**src/rtl/cache_cfg_pkg.sv**
```systemverilog
// cache geometry constants and the split address type
package cache_cfg_pkg;

    // word and address space
    localparam int DATA_WIDTH   = 32;
    localparam int ADDR_WIDTH   = 16;

    // total capacity and line size in bytes
    localparam int CACHE_SIZE   = 256;
    localparam int LINE_BYTES   = 16;
    localparam int WORD_BYTES   = DATA_WIDTH / 8;

    // derived geometry of the direct-mapped array
    localparam int INDEX_COUNT  = CACHE_SIZE / LINE_BYTES;
    localparam int OFFSET_WIDTH = $clog2(LINE_BYTES);
    localparam int INDEX_WIDTH  = $clog2(INDEX_COUNT);
    localparam int TAG_WIDTH    = ADDR_WIDTH - INDEX_WIDTH - OFFSET_WIDTH;
    localparam int LINE_WIDTH   = LINE_BYTES * 8;

    // byte address split into its lookup fields, msb first
    typedef struct packed {
        logic [TAG_WIDTH-1:0]    tag;
        logic [INDEX_WIDTH-1:0]  index;
        logic [OFFSET_WIDTH-1:0] offset;
    } addr_t;

endpackage

```
**src/rtl/cache_bus_pkg.sv**
```systemverilog
// request opcodes, controller states, and processor and memory bus structs
package cache_bus_pkg;

    typedef enum logic [1:0] {
        OP_READ,
        OP_WRITE,
        OP_FLUSH
    } cache_op_e;

    typedef enum logic [2:0] {
        S_IDLE,
        S_LOOKUP,
        S_WB_REQ,
        S_WB_WAIT,
        S_FILL_REQ,
        S_FILL_WAIT,
        S_DONE
    } ctrl_state_e;

    // valid is a single-cycle strobe from the processor
    typedef struct packed {
        logic                              valid;
        cache_op_e                         op;
        cache_cfg_pkg::addr_t              addr;
        logic [cache_cfg_pkg::DATA_WIDTH-1:0] wdata;
    } cpu_req_t;

    typedef struct packed {
        logic                              done;
        logic [cache_cfg_pkg::DATA_WIDTH-1:0] rdata;
    } cpu_rsp_t;

    // line address is the tag followed by the index
    typedef struct packed {
        logic                              rd;
        logic                              wr;
        logic [cache_cfg_pkg::TAG_WIDTH+cache_cfg_pkg::INDEX_WIDTH-1:0] line_addr;
        logic [cache_cfg_pkg::LINE_WIDTH-1:0] wdata;
    } mem_req_t;

    typedef struct packed {
        logic                              ack;
        logic [cache_cfg_pkg::LINE_WIDTH-1:0] rdata;
    } mem_rsp_t;

endpackage

```
**src/rtl/cache_ctrl.sv**
```systemverilog
// cache controller FSM for lookup, write-back, fill and flush
`timescale 1ns/1ps

module cache_ctrl (
    input  logic                                 clk,
    input  logic                                 n_rst,

    input  cache_bus_pkg::cpu_req_t              i_cpu_req,
    output cache_bus_pkg::cpu_rsp_t              o_cpu_rsp,
    output logic                                 o_busy,
    output cache_bus_pkg::mem_req_t              o_mem_req,
    input  cache_bus_pkg::mem_rsp_t              i_mem_rsp,

    // array controls
    output logic                                 o_cache_re,
    output logic                                 o_cache_we,
    output logic                                 o_cache_fe,
    output logic                                 o_cache_valid,
    output logic [cache_cfg_pkg::OFFSET_WIDTH-1:0] o_cache_offset,
    output logic [cache_cfg_pkg::INDEX_WIDTH-1:0]  o_cache_index,
    output logic [cache_cfg_pkg::TAG_WIDTH-1:0]    o_cache_tag,
    output logic [cache_cfg_pkg::LINE_WIDTH-1:0]   o_cache_fdata,
    output logic [cache_cfg_pkg::DATA_WIDTH-1:0]   o_cache_wdata,

    // array status for the addressed line
    input  logic                                 i_cache_valid,
    input  logic                                 i_cache_dirty,
    input  logic                                 i_cache_hit,
    input  logic [cache_cfg_pkg::TAG_WIDTH-1:0]    i_cache_tag,
    input  logic [cache_cfg_pkg::LINE_WIDTH-1:0]   i_cache_vdata,
    input  logic [cache_cfg_pkg::DATA_WIDTH-1:0]   i_cache_rdata
);

    import cache_cfg_pkg::*;
    import cache_bus_pkg::*;

    ctrl_state_e           state_q;
    ctrl_state_e           state_d;
    cache_op_e             op_q;
    addr_t                 addr_q;
    logic [DATA_WIDTH-1:0] wdata_q;
    logic [TAG_WIDTH-1:0]  victim_tag_q;
    logic [LINE_WIDTH-1:0] victim_line_q;
    logic                  done_q;
    logic [DATA_WIDTH-1:0] rdata_q;
    logic                  accept;
    logic                  capture_victim;

    // done is registered, so busy stays up through the done cycle
    assign accept = (state_q == S_IDLE) && !done_q && i_cpu_req.valid;
    assign o_busy = (state_q != S_IDLE) || done_q;

    assign o_cache_re     = (state_q == S_LOOKUP) || (state_q == S_DONE);
    assign o_cache_we     = (state_q == S_DONE) && (op_q == OP_WRITE);
    assign o_cache_offset = addr_q.offset;
    assign o_cache_index  = addr_q.index;
    assign o_cache_tag    = addr_q.tag;
    assign o_cache_wdata  = wdata_q;

    always_comb begin
        state_d        = state_q;
        capture_victim = 1'b0;
        o_cache_fe     = 1'b0;
        o_cache_valid  = 1'b0;
        o_cache_fdata  = i_cache_vdata;
        case (state_q)
            S_IDLE: begin
                if (accept) begin
                    state_d = S_LOOKUP;
                end
            end
            S_LOOKUP: begin
                if (op_q == OP_FLUSH) begin
                    if (!i_cache_hit) begin
                        state_d = S_DONE;
                    end else if (i_cache_dirty) begin
                        capture_victim = 1'b1;
                        state_d        = S_WB_REQ;
                    end else begin
                        // clean line is simply invalidated in place
                        o_cache_fe = 1'b1;
                        state_d    = S_DONE;
                    end
                end else if (i_cache_hit) begin
                    state_d = S_DONE;
                end else if (i_cache_valid && i_cache_dirty) begin
                    capture_victim = 1'b1;
                    state_d        = S_WB_REQ;
                end else begin
                    state_d = S_FILL_REQ;
                end
            end
            S_WB_REQ: begin
                state_d = S_WB_WAIT;
            end
            S_WB_WAIT: begin
                if (i_mem_rsp.ack) begin
                    if (op_q == OP_FLUSH) begin
                        o_cache_fe    = 1'b1;
                        o_cache_fdata = victim_line_q;
                        state_d       = S_DONE;
                    end else begin
                        state_d = S_FILL_REQ;
                    end
                end
            end
            S_FILL_REQ: begin
                state_d = S_FILL_WAIT;
            end
            S_FILL_WAIT: begin
                // the refilled line is looked up again and then hits
                if (i_mem_rsp.ack) begin
                    o_cache_fe    = 1'b1;
                    o_cache_valid = 1'b1;
                    o_cache_fdata = i_mem_rsp.rdata;
                    state_d       = S_LOOKUP;
                end
            end
            S_DONE: begin
                state_d = S_IDLE;
            end
            default: begin
                state_d = S_IDLE;
            end
        endcase
    end

    always_ff @(posedge clk or negedge n_rst) begin
        if (!n_rst) begin
            state_q <= S_IDLE;
            done_q  <= 1'b0;
        end else begin
            state_q <= state_d;
            done_q  <= (state_q == S_DONE);
        end
    end

    always_ff @(posedge clk) begin
        if (accept) begin
            op_q    <= i_cpu_req.op;
            addr_q  <= i_cpu_req.addr;
            wdata_q <= i_cpu_req.wdata;
        end
        if (capture_victim) begin
            victim_tag_q  <= i_cache_tag;
            victim_line_q <= i_cache_vdata;
        end
        if (state_q == S_DONE) begin
            rdata_q <= i_cache_rdata;
        end
    end

    always_comb begin
        o_cpu_rsp.done  = done_q;
        o_cpu_rsp.rdata = rdata_q;
    end

    // write-backs go to the victim's address, fills to the requested one
    always_comb begin
        o_mem_req.rd    = (state_q == S_FILL_REQ);
        o_mem_req.wr    = (state_q == S_WB_REQ);
        o_mem_req.wdata = victim_line_q;
        if (state_q == S_WB_REQ) begin
            o_mem_req.line_addr = {victim_tag_q, addr_q.index};
        end else begin
            o_mem_req.line_addr = {addr_q.tag, addr_q.index};
        end
    end

endmodule

```
**config.mk**
```make
export PLATFORM = sky130hd
export DESIGN_NAME = cache_ctrl
export DESIGN_NICKNAME = d
export VERILOG_FILES = /design/src/rtl/cache_cfg_pkg.sv /design/src/rtl/cache_bus_pkg.sv /design/src/rtl/cache_ctrl.sv
export SDC_FILE = /design/constraint.sdc
export NUM_CORES = 1
export LEC_CHECK = 0
export BUFFER_PORTS_ARGS = -buffer_cell sky130_fd_sc_hd__buf_4
export CAP_MARGIN = 5
export CORE_AREA = 5 5 271 273
export CTS_BUF_LIST = sky130_fd_sc_hd__clkbuf_4 sky130_fd_sc_hd__clkbuf_8
export CTS_CLUSTER_DIAMETER = 40
export DETAILED_ROUTE_END_ITERATION = 10
export DIE_AREA = 0 0 276 278
export PLACE_DENSITY = 0.38
export SETUP_SLACK_MARGIN = 0.2
export SLEW_MARGIN = 10
export SYNTH_ARGS = -nofsm -noshare
export SYNTH_HDL_FRONTEND = slang
export SYNTH_SLANG_ARGS = --single-unit
```
**constraint.sdc**
```tcl
create_clock -name clk -period 19.95 [get_ports clk]
set_clock_uncertainty 0.1 [all_clocks]
set_input_delay 3.99 -clock clk [delete_from_list [all_inputs] [get_ports clk]]
set_output_delay 3.99 -clock clk [all_outputs]
set_load 0.02 [all_outputs]
```
==> metrics.md <==
| Metric | Value |
|---|---|
| Clock buffer count from CTS | 56 |
| Final min period | 10.83 ns |
| Clock buffer depth | 3 |
| CTS tree | done |
| Antenna violations before repair | 2 |
| Routability Congestion | 0.829 |
| # setup viols final | 0 |
| # rows | 98 |
| Detailed Routing Iterations Pass 1 | 4 |
| Htree depth | 2 |
| Setup Total Neg Slack | 0 ns |
| Cells along the critical path | buf_4, nand2_1, nor2_4, buf_4, buf_4, a22o_1, a21o_1, buf_4 |
| Routed wire length | 46,500 um |
| Post-synthesis cell type count | 28 |
| Syn nets | 928 |
| DR DRC count | 0 |
| Largest net degree at the start of global routing | 81 |
| Core Box Area | 70,900 um^2 |
| Hold Path Origin | state_q[2] |
| Final-stage net count | 1,656 |
| HPWL after DPL | 36,000 um |
| Congestion Overflow GR | 0 |
| Clk pwr share | 33.9% |
| Inst Count DP | 2,195 |
| Status | finished, final reports clean |
| Critical path class | input pin to output port |
| Final ANT Viol Nets | 0 |
| Clock slew at reported path FFs | 0.05 ns |
| Final hold vios | 0 |
| Vias per cell | 3.67 |
| PortBufs | 708 |
| CP Data Arrival Time | 6.74 ns |
| Static leakage | 7.61 nW |
| # clock sinks | 222 |
| Root Buffer | clkbuf_8 |
| Cells after synthesis | 575 |
| Post-CTS setup repair buffer count | 0 |
| Crit path required time | 15.86 ns |
| Post-CTS sizing | 0 |
| Fmax | 92.3 MHz |
| Comb pwr share | 33.5% |
| Net load switching power | 0.610 mW |
| Fill cells | 7,650 |
| Commonest cells after routing, fill and taps aside | 720 x buf_4, 218 x edfxtp_1, 128 x a22o_1, 128 x a21o_1, 57 x clkbuf_8 |
| Starting Density | 13.2% |
| Worst slew margin | 27.8% |
| Max VDD drop | 0.0533 mV |
| Slowest CP cell | buf_4 |
| #FFs+latches synth | 222 |
| P_int | 1.21 mW |
| Clock latency on the worst-skew pair | 0.62 ns |
| Setup ws final | 9.12 ns |
| Global-route wire length before repair | 66,400 um |
| Fin area | 16,900 um^2 |
| Sequential share of the synthesized area | 71.1% |
| Number of top-level pins | 709 |
| Crit path capture type | output port |
| FF-to-FF End | victim_line_q[21] |
| Pre-CTS setup slack | 9.15 ns |
| Worst r2r src | op_q[0] |
| CP startpoint kind | input pin |
| Die Area | 76,700 um^2 |
| Worst R2R Path Depth | 5 |
| Slew Limit Fails | 0 |
| Area growth, synth to finish | 81.0% |
| Die Wd | 276 um |
| Largest stage delay on the critical path | 0.79 ns |
| Sequential share of power | 32.6% |
| Worst-margin pin slew | 1.08 ns |
| Final Non-Filler Cells | 2,300 |
| Hold Path Depth | 1 |
| CTS Hold Bufs | 0 |
| Most common cell after layout, fill and taps aside | buf_4 |
| Routed via count | 8,434 |
| Final Cycle Share | 54.3% |
| Vias in the first global route | 9,356 |
| Die Y | 278 um |
| Hold endpoint | state_q[1] |
| DR iter-0 viols | 343 |
| Max_cap viols | 0 |
| R2R setup slack | 17.14 ns |
| HP Class | register to register |
| Cell Area, Synth | 9340 um^2 |
| Yosys warns | 0 |
| Crit path max fanout | 71 |
| RSZ-0062 raised after global routing | false |
| PD cells | 108 nW/um^2 |
| Area after DPL | 15,700 um^2 |
| Overall Global Routing Usage | 11.3% |
| Syn_area_per_cell | 16.2 um^2 |
| Sw frac | 33.5% |
| Layout cell share with drive strength beyond 1 | 61.4% |
| WL/cell | 20.2 um |
| Cell mode on critical path | buf_4 |
==> layer usage <==
metal | global-route usage (%) | wire (um) | vias up
li1 | - | - | 3822
met1 | 11.6 | 16100 | 4037
met2 | 20.6 | 24200 | 500
met3 | 5.60 | 5100 | 75
met4 | 3.14 | 1090 | 0
met5 | 0 | 0 | -
==> power groups by stage <==
stage | clock network [mW] | registers, mW | logic (mW)
detailed placement | 0 | 0.602 | 0.622
finish | 0.619 | 0.594 | 0.611
global placement | 0 | 0.603 | 0.627
global route | 0.672 | 0.598 | 0.651
floorplan | 0 | 0.646 | 0.284
CTS | 0.649 | 0.595 | 0.624
==> registers in the layout (all words and copies together) (netlist names) <==
signal          flops
victim_tag_q        8
o_cache_index       4
victim_line_q     128
done_q              1
op_q                2
state_q             3
rdata_q            32
o_cache_wdata      32
o_cache_tag         8
o_cache_offset      4
==> critical path: cells and delay by family <==
kind / cells / cell delay (ns)
and+or+nand+nor: 2 / 0.29
buffers and inverters: 4 / 1.73
AOI/OAI and AO/OA: 2 / 0.50
==> synth_stat cells <==
cell type | number | area share, %
nor3_2 | 1 | 0.11
nor4b_1 | 2 | 0.19
nor3b_1 | 2 | 0.16
nand2b_1 | 3 | 0.20
edfxtp_1 | 218 | 70
nor2_1 | 6 | 0.24
buf_2 | 29 | 1.6
a211oi_1 | 1 | 0.080
nand2_1 | 3 | 0.12
nor4_4 | 1 | 0.23
nor2_2 | 1 | 0.067
o211ai_1 | 1 | 0.080
and2_1 | 1 | 0.067
clkbuf_1 | 4 | 0.16
inv_1 | 3 | 0.12
inv_2 | 1 | 0.040
o21ai_0 | 6 | 0.32
a21o_1 | 128 | 10
mux2_2 | 8 | 0.96
o32ai_1 | 1 | 0.094
nand3_1 | 1 | 0.054
a21oi_1 | 2 | 0.11
nand3b_1 | 1 | 0.080
mux2i_1 | 1 | 0.11
nor2b_1 | 1 | 0.067
dfrtp_1 | 4 | 1.1
buf_4 | 17 | 1.4
a22o_1 | 128 | 12
==> stage by stage <==
step	utilization [%]	hold slack, ns	total power [mW]
after CTS	23.9	0.543	1.87
after global placement	22.1	0.562	1.23
after floorplan	-	0.424	0.930
final	23.9	0.548	1.82
after global routing	23.9	0.579	1.92
after detailed placement	22.1	0.559	1.22
==> area by class of cell <==
type	instances	area (um^2)	area share (%)
sequential	222	6650	39.3
timing repair buffer	720	5410	32.0
multi-input combinational	299	2420	14.3
tap	950	1190	7.03
clock buffer	70	882	5.22
clock inverter	34	354	2.09
inverter	4	15.0	0.0888
antenna	1	2.50	0.0148
==> worst max-delay path by stage <==
| stage | start | endpoint | slack [ns] | cells past startpoint |
|---|---|---|---|---|
| 2_1_floorplan | i_cache_valid | victim_line_q[0] | 0.78 | 3 |
| 3_3_place_gp | i_mem_rsp[128] | o_cache_fdata[93] | 9.14 | 8 |
| 3_5_place_dp | i_mem_rsp[128] | o_cache_fdata[93] | 9.15 | 8 |
| 4_1_cts | i_mem_rsp[128] | o_cache_fdata[93] | 9.14 | 8 |
| 5_1_grt | i_mem_rsp[128] | o_cache_fdata[93] | 8.96 | 8 |
| 6_report | i_mem_rsp[128] | o_cache_fdata[93] | 9.12 | 8 |
==> logic make-up after synthesis <==
group                  after synthesis  share of synthesized area, %
DFF                                222                          71.1
AOI/OAI and AO/OA                  267                          23.0
and+or+nand+nor                     23                          1.58
muxes                                9                          1.07
buffers and inverters               54                          3.24
Note: power is estimated with default switching activity, not from simulation.
